<file path="config.mk">
export PLATFORM = sky130hd
export DESIGN_NAME = rsc_core
export DESIGN_NICKNAME = d
export VERILOG_FILES = /design/src/hw/rsc_pkg.sv /design/src/hw/rsc_core.sv /design/src/hw/rsc_decode.sv /design/src/hw/rsc_execute.sv /design/src/hw/rsc_fetch.sv /design/src/hw/rsc_hazard_ctrl.sv /design/src/hw/rsc_mem_wb.sv /design/src/hw/rsc_regfile.sv
export VERILOG_INCLUDE_DIRS = /design/src /design/src/hw
export SDC_FILE = /design/constraint.sdc
export NUM_CORES = 1
export LEC_CHECK = 0
export ABC_CLOCK_PERIOD_IN_PS = 14300
export BUFFER_PORTS_ARGS = -buffer_cell sky130_fd_sc_hd__buf_2
export CAP_MARGIN = 5
export CORE_UTILIZATION = 60
export DETAILED_ROUTE_END_ITERATION = 6
export PLACE_DENSITY = 0.85
export SYNTH_ARGS = -nofsm -noshare
export SYNTH_HDL_FRONTEND = slang
export SYNTH_SLANG_ARGS = --single-unit
</file>
<file path="constraint.sdc">
create_clock -name i_clk -period 14.3 [get_ports i_clk]
set_input_delay 2.86 -clock i_clk [delete_from_list [all_inputs] [get_ports i_clk]]
set_output_delay 2.86 -clock i_clk [all_outputs]
set_load 0.02 [all_outputs]
</file>
<file path="src/hw/rsc_macros.svh">
`ifndef RSC_MACROS_SVH
`define RSC_MACROS_SVH

// Datapath and register file widths
`define RSC_WORD_W     16
`define RSC_REG_IDX_W  3
`define RSC_NUM_REGS   8
`define RSC_OP_W       3

// Immediates
`define RSC_SIMM_W     7     // Sign-extended to a word
`define RSC_LIMM_W     10    // LUI, lands in the upper bits

// Field positions, LSB of each field
`define RSC_OP_LSB     13
`define RSC_RA_LSB     10
`define RSC_RB_LSB     7
`define RSC_RC_LSB     0

`define RSC_RESET_PC   16'h0000

`endif

</file>
<file path="src/hw/rsc_pkg.sv">
`default_nettype none

`include "rsc_macros.svh"

package rsc_pkg;

    typedef logic [`RSC_WORD_W-1:0]    word_t;
    typedef logic [`RSC_REG_IDX_W-1:0] reg_idx_t;

    typedef enum logic [`RSC_OP_W-1:0] {
        OP_ADD  = 3'd0,
        OP_ADDI = 3'd1,
        OP_NAND = 3'd2,
        OP_LUI  = 3'd3,
        OP_SW   = 3'd4,
        OP_LW   = 3'd5,
        OP_BEQ  = 3'd6,
        OP_JALR = 3'd7
    } opcode_e;

    // Fetch to decode
    typedef struct packed {
        logic  valid;
        word_t pc;
        word_t inst;
    } if_id_t;

    // Decode to execute
    typedef struct packed {
        logic     valid;
        word_t    pc;
        opcode_e  opcode;
        reg_idx_t tgt;
        reg_idx_t src1;
        reg_idx_t src2;
        word_t    opnd1;     // Register read, may be stale
        word_t    opnd2;
        word_t    imm;
    } id_ex_t;

    // Execute to memory
    typedef struct packed {
        logic     valid;
        word_t    pc;
        opcode_e  opcode;
        reg_idx_t tgt;
        word_t    alu_result;
        word_t    st_data;
        logic     eq;
        word_t    imm;
    } ex_mem_t;

    // Memory stage and write-back
    typedef struct packed {
        logic     valid;
        reg_idx_t tgt;
        word_t    result;
    } mem_wb_t;

endpackage

`default_nettype wire

</file>
<file path="src/hw/rsc_core.sv">
`timescale 1ns/1ps
`default_nettype none

module rsc_core (
    input  wire logic           i_clk,
    input  wire logic           i_rst,
    input  wire rsc_pkg::word_t i_inst,
    output rsc_pkg::word_t      o_pc,
    input  wire rsc_pkg::word_t i_mem_rd_data,
    output rsc_pkg::word_t      o_mem_addr,
    output rsc_pkg::word_t      o_mem_wr_data,
    output logic                o_mem_wr_en
);

    // Stage registers
    rsc_pkg::if_id_t   w_if_id;
    rsc_pkg::id_ex_t   w_id_ex;
    rsc_pkg::ex_mem_t  w_ex_mem;
    rsc_pkg::mem_wb_t  w_wb;

    // Register file ports
    rsc_pkg::reg_idx_t w_rd_idx1;
    rsc_pkg::reg_idx_t w_rd_idx2;
    rsc_pkg::word_t    w_rd_data1;
    rsc_pkg::word_t    w_rd_data2;
    logic              w_reg_wr_en;

    // Memory stage result, also forwarded
    rsc_pkg::word_t    w_mem_result;
    rsc_pkg::reg_idx_t w_mem_tgt;
    rsc_pkg::word_t    w_jalr_target;

    // Pipeline control
    logic              w_hold_fetch;
    logic              w_bubble_fetch;
    logic              w_hold_decode;
    logic              w_bubble_decode;
    logic              w_bubble_exec;

    rsc_fetch u_fetch (
        .i_clk         (i_clk),
        .i_rst         (i_rst),
        .i_inst        (i_inst),
        .i_hold        (w_hold_fetch),
        .i_bubble      (w_bubble_fetch),
        .i_ex_mem      (w_ex_mem),
        .i_id_ex       (w_id_ex),
        .i_jalr_target (w_jalr_target),
        .o_pc          (o_pc),
        .o_if_id       (w_if_id)
    );

    rsc_decode u_decode (
        .i_clk      (i_clk),
        .i_rst      (i_rst),
        .i_if_id    (w_if_id),
        .i_hold     (w_hold_decode),
        .i_bubble   (w_bubble_decode),
        .i_wb       (w_wb),
        .o_rd_idx1  (w_rd_idx1),
        .o_rd_idx2  (w_rd_idx2),
        .i_rd_data1 (w_rd_data1),
        .i_rd_data2 (w_rd_data2),
        .o_id_ex    (w_id_ex)
    );

    rsc_regfile u_regfile (
        .i_clk      (i_clk),
        .i_rd_idx1  (w_rd_idx1),
        .i_rd_idx2  (w_rd_idx2),
        .o_rd_data1 (w_rd_data1),
        .o_rd_data2 (w_rd_data2),
        .i_wr_en    (w_reg_wr_en),
        .i_wr_idx   (w_mem_tgt),
        .i_wr_data  (w_mem_result)
    );

    rsc_execute u_execute (
        .i_clk         (i_clk),
        .i_rst         (i_rst),
        .i_id_ex       (w_id_ex),
        .i_bubble      (w_bubble_exec),
        .i_mem_result  (w_mem_result),
        .i_mem_tgt     (w_mem_tgt),
        .i_wb          (w_wb),
        .o_jalr_target (w_jalr_target),
        .o_ex_mem      (w_ex_mem)
    );

    rsc_mem_wb u_mem_wb (
        .i_clk         (i_clk),
        .i_rst         (i_rst),
        .i_ex_mem      (w_ex_mem),
        .i_mem_rd_data (i_mem_rd_data),
        .o_mem_addr    (o_mem_addr),
        .o_mem_wr_data (o_mem_wr_data),
        .o_mem_wr_en   (o_mem_wr_en),
        .o_mem_result  (w_mem_result),
        .o_mem_tgt     (w_mem_tgt),
        .o_reg_wr_en   (w_reg_wr_en),
        .o_wb          (w_wb)
    );

    rsc_hazard_ctrl u_hazard_ctrl (
        .i_clk           (i_clk),
        .i_rst           (i_rst),
        .i_if_id         (w_if_id),
        .i_id_ex         (w_id_ex),
        .i_ex_mem        (w_ex_mem),
        .o_hold_fetch    (w_hold_fetch),
        .o_bubble_fetch  (w_bubble_fetch),
        .o_hold_decode   (w_hold_decode),
        .o_bubble_decode (w_bubble_decode),
        .o_bubble_exec   (w_bubble_exec)
    );

endmodule

`default_nettype wire

</file>
<file path="src/hw/rsc_decode.sv">
`timescale 1ns/1ps
`default_nettype none

`include "rsc_macros.svh"

module rsc_decode (
    input  wire logic             i_clk,
    input  wire logic             i_rst,
    input  wire rsc_pkg::if_id_t  i_if_id,
    input  wire logic             i_hold,
    input  wire logic             i_bubble,
    input  wire rsc_pkg::mem_wb_t i_wb,
    output rsc_pkg::reg_idx_t     o_rd_idx1,
    output rsc_pkg::reg_idx_t     o_rd_idx2,
    input  wire rsc_pkg::word_t   i_rd_data1,
    input  wire rsc_pkg::word_t   i_rd_data2,
    output rsc_pkg::id_ex_t       o_id_ex
);

    rsc_pkg::opcode_e  w_opcode;
    rsc_pkg::reg_idx_t w_ra;
    rsc_pkg::reg_idx_t w_rb;
    rsc_pkg::reg_idx_t w_rc;
    rsc_pkg::word_t    w_simm_ext;
    rsc_pkg::word_t    w_limm_ext;
    rsc_pkg::reg_idx_t w_tgt;
    rsc_pkg::reg_idx_t w_src1;
    rsc_pkg::reg_idx_t w_src2;
    rsc_pkg::word_t    w_imm;

    // --------------------------------------------------
    // Field split and immediates
    // --------------------------------------------------
    assign w_opcode = rsc_pkg::opcode_e'(i_if_id.inst[`RSC_OP_LSB +: `RSC_OP_W]);
    assign w_ra     = i_if_id.inst[`RSC_RA_LSB +: `RSC_REG_IDX_W];
    assign w_rb     = i_if_id.inst[`RSC_RB_LSB +: `RSC_REG_IDX_W];
    assign w_rc     = i_if_id.inst[`RSC_RC_LSB +: `RSC_REG_IDX_W];

    assign w_simm_ext = {{(`RSC_WORD_W - `RSC_SIMM_W){i_if_id.inst[`RSC_SIMM_W-1]}},
                         i_if_id.inst[`RSC_SIMM_W-1:0]};
    assign w_limm_ext = {i_if_id.inst[`RSC_LIMM_W-1:0], {(`RSC_WORD_W - `RSC_LIMM_W){1'b0}}};

    always_comb begin
        w_tgt  = '0;
        w_src1 = '0;
        w_src2 = '0;
        w_imm  = '0;
        case (w_opcode)
            rsc_pkg::OP_ADD, rsc_pkg::OP_NAND: begin
                w_tgt  = w_ra;
                w_src1 = w_rb;
                w_src2 = w_rc;
            end
            rsc_pkg::OP_ADDI, rsc_pkg::OP_LW: begin
                w_tgt  = w_ra;
                w_src1 = w_rb;       // Base or addend
                w_imm  = w_simm_ext;
            end
            rsc_pkg::OP_LUI: begin
                w_tgt = w_ra;
                w_imm = w_limm_ext;
            end
            rsc_pkg::OP_SW, rsc_pkg::OP_BEQ: begin
                w_src1 = w_rb;
                w_src2 = w_ra;       // Store value or compare operand
                w_imm  = w_simm_ext;
            end
            rsc_pkg::OP_JALR: begin
                w_tgt  = w_ra;       // Link register
                w_src1 = w_rb;
            end
            default: ;
        endcase
    end

    assign o_rd_idx1 = w_src1;
    assign o_rd_idx2 = w_src2;

    // --------------------------------------------------
    // Decode/execute register
    // --------------------------------------------------
    always_ff @(posedge i_clk) begin
        if (i_rst) begin
            o_id_ex.valid <= 1'b0;
        end else if (i_hold) begin
            // Catch the write-back value before it leaves the pipe
            if (i_wb.valid && i_wb.tgt != '0 && i_wb.tgt == o_id_ex.src1)
                o_id_ex.opnd1 <= i_wb.result;
            if (i_wb.valid && i_wb.tgt != '0 && i_wb.tgt == o_id_ex.src2)
                o_id_ex.opnd2 <= i_wb.result;
        end else if (i_bubble) begin
            o_id_ex <= '0;
        end else begin
            o_id_ex <= '{valid: i_if_id.valid, pc: i_if_id.pc, opcode: w_opcode,
                         tgt: w_tgt, src1: w_src1, src2: w_src2,
                         opnd1: i_rd_data1, opnd2: i_rd_data2, imm: w_imm};
        end
    end

endmodule

`default_nettype wire

</file>
<file path="src/hw/rsc_execute.sv">
`timescale 1ns/1ps
`default_nettype none

module rsc_execute (
    input  wire logic              i_clk,
    input  wire logic              i_rst,
    input  wire rsc_pkg::id_ex_t   i_id_ex,
    input  wire logic              i_bubble,
    input  wire rsc_pkg::word_t    i_mem_result,
    input  wire rsc_pkg::reg_idx_t i_mem_tgt,      // Zero when memory stage is empty
    input  wire rsc_pkg::mem_wb_t  i_wb,
    output rsc_pkg::word_t         o_jalr_target,
    output rsc_pkg::ex_mem_t       o_ex_mem
);

    rsc_pkg::word_t w_opnd1;
    rsc_pkg::word_t w_opnd2;
    rsc_pkg::word_t w_alu_a;
    rsc_pkg::word_t w_alu_b;
    rsc_pkg::word_t w_alu_out;
    logic           w_alu_nand;
    logic           w_alu_eq;

    // Newest producer wins
    function automatic rsc_pkg::word_t fwd_operand(input rsc_pkg::reg_idx_t src,
                                                   input rsc_pkg::word_t    rd_val);
        if (src == '0)
            return '0;
        if (o_ex_mem.valid && o_ex_mem.tgt == src)
            return o_ex_mem.alu_result;
        if (i_mem_tgt == src)
            return i_mem_result;
        if (i_wb.valid && i_wb.tgt == src)
            return i_wb.result;
        return rd_val;
    endfunction

    always_comb begin
        w_opnd1 = fwd_operand(i_id_ex.src1, i_id_ex.opnd1);
        w_opnd2 = fwd_operand(i_id_ex.src2, i_id_ex.opnd2);
    end

    assign o_jalr_target = w_opnd1;

    // --------------------------------------------------
    // ALU input and operation select
    // --------------------------------------------------
    always_comb begin
        w_alu_nand = 1'b0;
        w_alu_a    = w_opnd1;
        w_alu_b    = w_opnd2;              // ADD, and BEQ compare
        case (i_id_ex.opcode)
            rsc_pkg::OP_ADDI, rsc_pkg::OP_LUI,
            rsc_pkg::OP_SW, rsc_pkg::OP_LW: w_alu_b = i_id_ex.imm;
            rsc_pkg::OP_NAND: w_alu_nand = 1'b1;
            rsc_pkg::OP_JALR: begin
                w_alu_a = i_id_ex.pc + 1'b1;  // Link value
                w_alu_b = '0;
            end
            default: ;
        endcase
    end

    assign w_alu_out = w_alu_nand ? ~(w_alu_a & w_alu_b) : (w_alu_a + w_alu_b);
    assign w_alu_eq  = (w_alu_a == w_alu_b);

    always_ff @(posedge i_clk) begin
        if (i_rst) begin
            o_ex_mem.valid <= 1'b0;
        end else if (i_bubble) begin
            o_ex_mem <= '0;
        end else begin
            o_ex_mem <= '{valid: i_id_ex.valid, pc: i_id_ex.pc, opcode: i_id_ex.opcode,
                          tgt: i_id_ex.tgt, alu_result: w_alu_out, st_data: w_opnd2,
                          eq: w_alu_eq, imm: i_id_ex.imm};
        end
    end

endmodule

`default_nettype wire

</file>
<file path="src/hw/rsc_fetch.sv">
`timescale 1ns/1ps
`default_nettype none

`include "rsc_macros.svh"

module rsc_fetch (
    input  wire logic             i_clk,
    input  wire logic             i_rst,
    input  wire rsc_pkg::word_t   i_inst,
    input  wire logic             i_hold,
    input  wire logic             i_bubble,
    input  wire rsc_pkg::ex_mem_t i_ex_mem,
    input  wire rsc_pkg::id_ex_t  i_id_ex,
    input  wire rsc_pkg::word_t   i_jalr_target,
    output rsc_pkg::word_t        o_pc,
    output rsc_pkg::if_id_t       o_if_id
);

    rsc_pkg::word_t r_pc;          // Sequential next PC
    rsc_pkg::word_t w_pc_curr;     // Address fetched this cycle
    rsc_pkg::word_t w_br_target;

    // BEQ resolves from the execute/memory register
    assign w_br_target = i_ex_mem.pc + 1'b1 + (i_ex_mem.eq ? i_ex_mem.imm : '0);

    always_comb begin
        w_pc_curr = r_pc;
        if (i_ex_mem.valid && i_ex_mem.opcode == rsc_pkg::OP_BEQ) begin
            w_pc_curr = w_br_target;
        end else if (i_id_ex.valid && i_id_ex.opcode == rsc_pkg::OP_JALR) begin
            w_pc_curr = i_jalr_target;  // Forwarded base register
        end
    end

    assign o_pc = w_pc_curr;

    always_ff @(posedge i_clk) begin
        if (i_rst) begin
            r_pc          <= `RSC_RESET_PC;
            o_if_id.valid <= 1'b0;
        end else if (!i_hold) begin
            if (i_bubble) begin
                o_if_id.valid <= 1'b0;  // PC stays put
            end else begin
                r_pc    <= w_pc_curr + 1'b1;
                o_if_id <= '{valid: 1'b1, pc: w_pc_curr, inst: i_inst};
            end
        end
    end

endmodule

`default_nettype wire

</file>
<file path="src/hw/rsc_hazard_ctrl.sv">
`timescale 1ns/1ps
`default_nettype none

`include "rsc_macros.svh"

module rsc_hazard_ctrl (
    input  wire logic             i_clk,
    input  wire logic             i_rst,
    input  wire rsc_pkg::if_id_t  i_if_id,
    input  wire rsc_pkg::id_ex_t  i_id_ex,
    input  wire rsc_pkg::ex_mem_t i_ex_mem,
    output logic                  o_hold_fetch,
    output logic                  o_bubble_fetch,
    output logic                  o_hold_decode,
    output logic                  o_bubble_decode,
    output logic                  o_bubble_exec
);

    rsc_pkg::opcode_e w_if_opcode;
    logic             w_stall_fetch;
    logic             w_stall_decode;
    logic             w_stall_exec;

    assign w_if_opcode = rsc_pkg::opcode_e'(i_if_id.inst[`RSC_OP_LSB +: `RSC_OP_W]);

    // --------------------------------------------------
    // Stall origins
    // --------------------------------------------------
    // No wrong-path fetch behind a control transfer
    assign w_stall_fetch  = i_if_id.valid && (w_if_opcode == rsc_pkg::OP_BEQ ||
                                              w_if_opcode == rsc_pkg::OP_JALR);
    assign w_stall_decode = i_id_ex.valid && i_id_ex.opcode == rsc_pkg::OP_BEQ;

    // Load-use
    assign w_stall_exec = i_ex_mem.valid && i_id_ex.valid &&
                          i_ex_mem.opcode == rsc_pkg::OP_LW && i_ex_mem.tgt != '0 &&
                          (i_ex_mem.tgt == i_id_ex.src1 || i_ex_mem.tgt == i_id_ex.src2);

    // A stall holds every stage upstream of it
    assign o_bubble_exec   = w_stall_exec;
    assign o_hold_decode   = w_stall_exec;
    assign o_bubble_decode = w_stall_decode;
    assign o_hold_fetch    = w_stall_decode || w_stall_exec;
    assign o_bubble_fetch  = w_stall_fetch;

    a_load_use_bubble: assert property (@(posedge i_clk) disable iff (i_rst)
        w_stall_exec |=> !i_ex_mem.valid);

endmodule

`default_nettype wire

</file>
<file path="src/hw/rsc_mem_wb.sv">
`timescale 1ns/1ps
`default_nettype none

module rsc_mem_wb (
    input  wire logic             i_clk,
    input  wire logic             i_rst,
    input  wire rsc_pkg::ex_mem_t i_ex_mem,
    input  wire rsc_pkg::word_t   i_mem_rd_data,
    output rsc_pkg::word_t        o_mem_addr,
    output rsc_pkg::word_t        o_mem_wr_data,
    output logic                  o_mem_wr_en,
    output rsc_pkg::word_t        o_mem_result,
    output rsc_pkg::reg_idx_t     o_mem_tgt,
    output logic                  o_reg_wr_en,
    output rsc_pkg::mem_wb_t      o_wb
);

    rsc_pkg::mem_wb_t r_mem;       // Result field holds the ALU value
    logic             r_mem_load;

    // Data port straight from the execute/memory register
    assign o_mem_addr    = i_ex_mem.alu_result;
    assign o_mem_wr_data = i_ex_mem.st_data;
    assign o_mem_wr_en   = i_ex_mem.valid && i_ex_mem.opcode == rsc_pkg::OP_SW;

    always_ff @(posedge i_clk) begin
        if (i_rst) begin
            r_mem.valid <= 1'b0;
            r_mem_load  <= 1'b0;
            o_wb.valid  <= 1'b0;
        end else begin
            r_mem      <= '{valid: i_ex_mem.valid, tgt: i_ex_mem.tgt,
                            result: i_ex_mem.alu_result};
            r_mem_load <= i_ex_mem.valid && i_ex_mem.opcode == rsc_pkg::OP_LW;
            o_wb       <= '{valid: r_mem.valid, tgt: r_mem.tgt, result: o_mem_result};
        end
    end

    // Read data arrives a cycle after the address
    assign o_mem_result = r_mem_load ? i_mem_rd_data : r_mem.result;
    assign o_mem_tgt    = r_mem.valid ? r_mem.tgt : '0;
    assign o_reg_wr_en  = r_mem.valid && r_mem.tgt != '0;

    // A store moves on without touching the register file
    a_store_no_wr: assert property (@(posedge i_clk) disable iff (i_rst)
        o_mem_wr_en |=> !o_reg_wr_en);

endmodule

`default_nettype wire

</file>
<file path="src/hw/rsc_regfile.sv">
`timescale 1ns/1ps
`default_nettype none

`include "rsc_macros.svh"

module rsc_regfile (
    input  wire logic              i_clk,
    input  wire rsc_pkg::reg_idx_t i_rd_idx1,
    input  wire rsc_pkg::reg_idx_t i_rd_idx2,
    output rsc_pkg::word_t         o_rd_data1,
    output rsc_pkg::word_t         o_rd_data2,
    input  wire logic              i_wr_en,
    input  wire rsc_pkg::reg_idx_t i_wr_idx,
    input  wire rsc_pkg::word_t    i_wr_data
);

    rsc_pkg::word_t r_regs [`RSC_NUM_REGS];

    always_ff @(posedge i_clk) begin
        if (i_wr_en && i_wr_idx != '0) begin
            r_regs[i_wr_idx] <= i_wr_data;
        end
    end

    // Entry 0 is never written, so mask it on read
    assign o_rd_data1 = (i_rd_idx1 == '0) ? '0 : r_regs[i_rd_idx1];
    assign o_rd_data2 = (i_rd_idx2 == '0) ? '0 : r_regs[i_rd_idx2];

    // No write ever targets r0
    a_r0_no_write: assert property (@(posedge i_clk)
        i_wr_en |-> i_wr_idx != '0);

endmodule

`default_nettype wire

</file>
Word-level counts from Yosys, hierarchy flattened
Memories as Yosys holds them, arrays and structs flattened. Index checks and enable logic that the tools add are counted.

Muxes and demuxes: 58. Bitwise gates (word level): 7. Add/sub/neg operators: 5. Eq/ne operators: 26. Reductions and logical operators: 44.

Operators by type and width (number): 16-bit two-way mux (26); 77-bit two-way mux (1); 16-bit case mux with 2 select lines (2); 16-bit by 1-bit adder with 16-bit output, second input constant (3); 3-bit equality test, second input constant (11); 16-bit adder (2); 32-bit two-way mux (1); 1-bit two-way mux (24); 1-bit logical AND (19); 3-bit equality test (6); 16-bit bitwise AND (1); 16-bit equality test (1); 16-bit inverter (1); 3-bit zero test (5); 3-bit by 2-bit equality test with 1-bit output, second input constant (4); 3-bit nonzero test (4); 3-bit two-way mux (3); 2-bit AND reduction (4); 2-bit OR reduction (4); 4-bit OR reduction (2); 7-bit OR reduction (1); 3-bit by 1-bit equality test with 1-bit output, second input constant (2); 3-bit case mux with 2 select lines (1); 6-bit OR reduction (1); 4 further kinds (11).

Bits of input ports: 34. Memories kept: 1. Word-level logic and storage cells: 169. Bits in writable memories: 128. Output and inout bits: 49. Register bits after elaboration: 239.

Memory list: u_regfile.r_regs (words 8, bits a word 16, read ports 2, clocked after Yosys merged registers in 0, write ports 1, RTL line rsc_regfile.sv:17) `` rsc_pkg::word_t r_regs [`RSC_NUM_REGS]; ``.

Longest topological paths before layout
Depth after elaboration: 17. Mapped depth: 22. Gate-level depth less buffers: 20.

Hierarchy
A second synthesis with hierarchy kept.

Cell total of the unflattened synthesis: 1537. Area total of the unflattened synthesis: 19072.0 µm².

By module, submodules not included: rsc_regfile (times used 1, sequential area each 3363.2 µm², cells an instance 342, area an instance 5619.1 µm²); rsc_execute (times used 1, sequential area each 2152.1 µm², cells an instance 554, area an instance 5305.1 µm²); rsc_decode (times used 1, sequential area each 2302.2 µm², cells an instance 208, area an instance 3188.1 µm²); rsc_fetch (times used 1, sequential area each 1301.2 µm², cells an instance 317, area an instance 3089.2 µm²); rsc_mem_wb (times used 1, sequential area each 1201.2 µm², cells an instance 100, area an instance 1754.2 µm²); rsc_hazard_ctrl (times used 1, sequential area each 0.0 µm², cells an instance 16, area an instance 116.4 µm²).

Worst setup path after synthesis
No wires, ideal clock.

Path kind: input to register. Start point: input port i_rst. End point: register u_decode.o_id_ex[16] (netlist bit), enable pin. Cell stages on the path: 5. Path buffers: 2. Arrival time: 8.144 ns. Data required time: 13.904 ns. Setup slack: 5.760 ns. Library setup time: 0.396 ns. Cells stage by stage: clkbuf_1 inv_1 clkbuf_1 o311ai_0 o22ai_1.

Cells in the longest elaborated chain, start to end: 2.

Ends and longest elaborated chain: start, declared (RTL line rsc_core.sv:6) `input wire logic i_rst,`; 1-bit inverter (no source line); 2-bit AND reduction (no source line); end signal, assigned (RTL line rsc_decode.sv:94) `o_id_ex <= '{valid: i_if_id.valid, pc: i_if_id.pc, opcode: w_opcode,`; end, declared (RTL line rsc_decode.sv:17) `output rsc_pkg::id_ex_t o_id_ex`.

No other way between the ends. A chain may end at the register's enable or synchronous reset.

Worst setup path in the final report
Start point: input port i_mem_rd_data[6]. End point: output port o_pc[6].

Cells in the longest elaborated chain, start to end: 9.

Ends and longest elaborated chain: start, declared (RTL line rsc_core.sv:9) `input wire rsc_pkg::word_t i_mem_rd_data,`; 16-bit two-way mux (*) (RTL line rsc_mem_wb.sv:40) `assign o_mem_result = r_mem_load ? i_mem_rd_data : r_mem.result;`; via u_execute.i_mem_result[6] (RTL line rsc_execute.sv:9) `input wire rsc_pkg::word_t i_mem_result,`; 16-bit two-way mux (*) (RTL line rsc_execute.sv:31) `if (i_mem_tgt == src)`; 16-bit two-way mux (RTL line rsc_execute.sv:33) `if (i_wb.valid && i_wb.tgt == src)`; 16-bit two-way mux (RTL line rsc_execute.sv:35) `return rd_val;`; 16-bit two-way mux (*) (RTL line rsc_execute.sv:33); 16-bit two-way mux (*) (RTL line rsc_execute.sv:31); 16-bit two-way mux (*) (RTL line rsc_execute.sv:29) `if (o_ex_mem.valid && o_ex_mem.tgt == src)`; 16-bit two-way mux (*) (RTL line rsc_fetch.sv:30) `end else if (i_id_ex.valid && i_id_ex.opcode == rsc_pkg::OP_JALR) begin`; 16-bit two-way mux (*) (RTL line rsc_fetch.sv:28) `if (i_ex_mem.valid && i_ex_mem.opcode == rsc_pkg::OP_BEQ) begin`; end, declared (RTL line rsc_core.sv:8) `output rsc_pkg::word_t o_pc,`.

Mark *: on every way through the listed nets, which the timed path passes. The rest lies on a longest branch.

==> flow_summary_export.csv <==
group,metric,value,unit
status,outcome,"completed",
global_routing,grt_start_max_net_pins,66,
setup_path,max_stage_delay,0.44,ns
worst_hold_path,hold_class,"flip-flop to flip-flop",
synth,ys_ff_latch,351,
place,dp_slack,6.59,ns
setup_path,required,11.44,ns
clock_tree,clockBufferDepth,3,
synth,ys_seq_area_share,56.2,%
finish,fillers,2080,
worst_hold_path,hp-start,"u_fetch.r_pc[3]$_SDFFE_PP0P_",
global_routing,grtUsageTotal,33.5,%
sta,finalSetupTns,0,ns
flow_run,drv_cap,0,
global_routing,antenna_found_initial,2,
synth,synthesis.area,18400,sq um
clock_tree,clk_pin_slew,0.06,ns
route,num_vias,14110,
synth,yosys_warnings,0,
worst_hold_path,hold-path-endpoint,"u_fetch.r_pc[3]$_SDFFE_PP0P_",
die,io_pins,83,
synth,synth.top_cell.area_share,53.8,%
sta,min_period,7.79,ns
die,rows,63,
clock_tree,cts_tree,"built",
clock_tree,postCtsSetupBuffers,0,
synth,synth_area_leaders,"edfxtp_1 54%, a21oi_1 4.0%, nand2_1 3.2%, mux2i_1 3.0%, nor2_1 2.6%",
place,gp_congestion,0.969,
sta,relSlewSlack,28.3,%
place,dp.cells,1992,
pwr,power.total,2.72,mW
die,fp.dieH,177,um
clock_tree,cts_resized,0,
place,dp_hpwl,34.6,mm
place,placement.cell_area,18900,sq um
setup_path,crit_start,"i_mem_rd_data[6]",
setup_path,reg2reg_depth,16,
pwr,powerDensity,135,nW/um^2
setup_path,r2r-start,"u_decode.o_id_ex[51]$_SDFFCE_PP0P_",
route,firstDrtPassIters,6,
die,die_w,177,um
sta,slew_violations,0,
synth,synth-async-reset-ratio,0,%
route,wirelength,52.0,mm
finish,layout-drive-gt1-share,14.5,%
sta,finalSetupViolCount,0,
clock_tree,numCtsBuffers,38,
sta,setup_ws,6.51,ns
synth,synth_edf_count,329,
setup_path,path_class,"input port to output port",
route,wire_per_inst,25.2,um
route,viasPerCell,6.84,
synth,synth-main-ff-cell,"edfxtp_1",
finish,synthToLayoutAreaGrowth,9.81,%
worst_hold_path,whs_path_depth,2,
synth,synth_top_area_cell,"edfxtp_1",
setup_path,cp.arrival,4.93,ns
die,fp.dieArea,31300,sq um
sta,tightestPinTransition,1.08,ns
global_routing,gr-total-overflow,0,
sta,rsz0062_at_grt,"no",
synth,synth.distinct_cells,75,
route,drcViolationCount,0,
finish,finalInstanceArea,20200,sq um
setup_path,cp-start-kind,"input port",
finish,final_cell_count_no_fill,2064,
pwr,worst_ir_drop_vdd,0.0000763,V
global_routing,grt_pass1_wl,78.0,mm
setup_path,cp-end-kind,"output port",
setup_path,crit_fanout,10,
sta,max_freq,128,MHz
setup_path,crit_path_top_delay_cell,"a211oi_1",
clock_tree,root_buffer,"clkbuf_16",
setup_path,cpMostUsedCell,"buf_2",
global_routing,grt_pass1_vias,13655,
sta,clock_skew,0.0311,ns
sta,hold_viol_final,0,
clock_tree,htreeDepth,2,
clock_tree,hold_buffers,0,
synth,synth_fp_nets,1677,
finish,final_nets,1712,
sta,holdWs,0.456,ns
setup_path,r2r_end,"u_execute.o_ex_mem[48]$_SDFFCE_PP0N_",
synth,avgSynthCellArea,11.4,sq um
setup_path,crit_chain,"buf_2 > mux2_2 > or3_1 > a21oi_1 > a211oi_2 > a211oi_1 > a211o_1 > inv_1 > buf_2",
route,detail-route-antenna-nets,0,
setup_path,ff2ff_setup_slack,8.95,ns
sta,final.period_utilization,54.5,%
clock_tree,cts.sinks,351,
clock_tree,clock_latency,0.55,ns
place,numPortBuffers,82,
synth,syn_inst,1608,
die,core_area,29900,sq um
pwr,power.leakage,7.78,nW
finish,fin_util,67.5,%
route,drt_iter0_drc,2162,
die,initial_core_util,61.4,%
[worst max-delay path by stage]
stage                                           endpoint  slack, ns  cells after the start
final                                            o_pc[6]       6.51                      9
after global routing                             o_pc[6]       6.43                      9
after CTS                                        o_pc[6]       6.59                      9
after detailed placement                         o_pc[6]       6.59                      9
after global placement                           o_pc[6]       6.61                      9
after floorplan           u_decode.o_id_ex[16]$_DFFE_PP_       5.76                      5
[metal layers]
layer | track usage (%) | wire, um | up-vias
met3 | 8.70 | 7300 | 219
met4 | 17.1 | 2800 | 2
li1 | - | - | 6059
met5 | 0 | 13 | -
met2 | 51.5 | 23300 | 1149
met1 | 44.1 | 18600 | 6681
[report_power, final]
part / total, mW / internal [mW] / switching, mW / leakage, nW
combinational: 0.444 / 0.161 / 0.283 / 3.83
sequential: 1.29 / 1.23 / 0.0666 / 3.35
clock: 0.984 / 0.590 / 0.395 / 0.595
[placed cells by master, fill, tap and decap left out, types with 23 or more instances in the layout]
| master | instances |
|---|---|
| nor2_1 | 123 |
| o21ai_0 | 50 |
| a21oi_1 | 148 |
| buf_4 | 33 |
| nor2b_1 | 58 |
| clkbuf_16 | 38 |
| nand3_1 | 25 |
| mux2i_1 | 55 |
| and2_1 | 48 |
| xnor2_1 | 34 |
| buf_2 | 82 |
| o22ai_1 | 23 |
| edfxtp_1 | 329 |
| nor3_1 | 23 |
| a22o_1 | 32 |
| ha_1 | 34 |
| nand2_1 | 157 |
| inv_1 | 30 |
| mux2_2 | 36 |
[cells in the mapped netlist (16+ instances only)]
library cell,instances
a21o_1,19
a21oi_1,148
a22o_1,32
a22oi_1,19
a31oi_1,16
and2_1,48
buf_4,34
clkbuf_1,69
dfxtp_1,22
edfxtp_1,329
ha_1,34
inv_1,31
mux2_2,36
mux2i_1,55
nand2_1,157
nand3_1,25
nor2_1,127
nor2b_1,58
nor3_1,25
o211ai_1,20
o21ai_0,50
o22ai_1,23
xnor2_1,34
xor2_1,17
[flip-flops by register name (all words and copies together), names as in the netlist]
signal,flops
u_mem_wb.o_wb,20
u_decode.o_id_ex,77
u_mem_wb.r_mem,20
u_execute.o_ex_mem,72
u_mem_wb.r_mem_load,1
u_fetch.r_pc,16
u_regfile.r_regs,112
u_fetch.o_if_id,33
[kinds of logic after synthesis]
kind of cell | Yosys count | share of synthesized area (%)
AND/OR/NAND/NOR | 515 | 13.8
AO/OA/AOI/OAI | 398 | 14.1
flip-flops | 351 | 56.2
buffers and inverters | 152 | 4.02
multiplexers | 106 | 7.05
XOR/XNOR | 51 | 2.43
adder cells (fa/ha/maj) | 35 | 2.43
[cell type report]
type	instances	area, sq um	area share (%)
clock buffers	54	1020	5.07
repair buffers	115	658	3.27
well taps	390	488	2.42
inverters	32	123	0.608
multi-input cells	1105	7330	36.4
clock inverters	15	213	1.06
flip-flops and latches	351	10300	51.2
diodes	2	5.00	0.0248
[critical path: cells and delay by family]
family	cells	cell delay [ns]
AOI/OAI and AO/OA	4	0.93
and+or+nand+nor	1	0.39
buffers and inverters	3	0.37
muxes	1	0.37
Note: power is estimated with default switching activity, not from simulation.
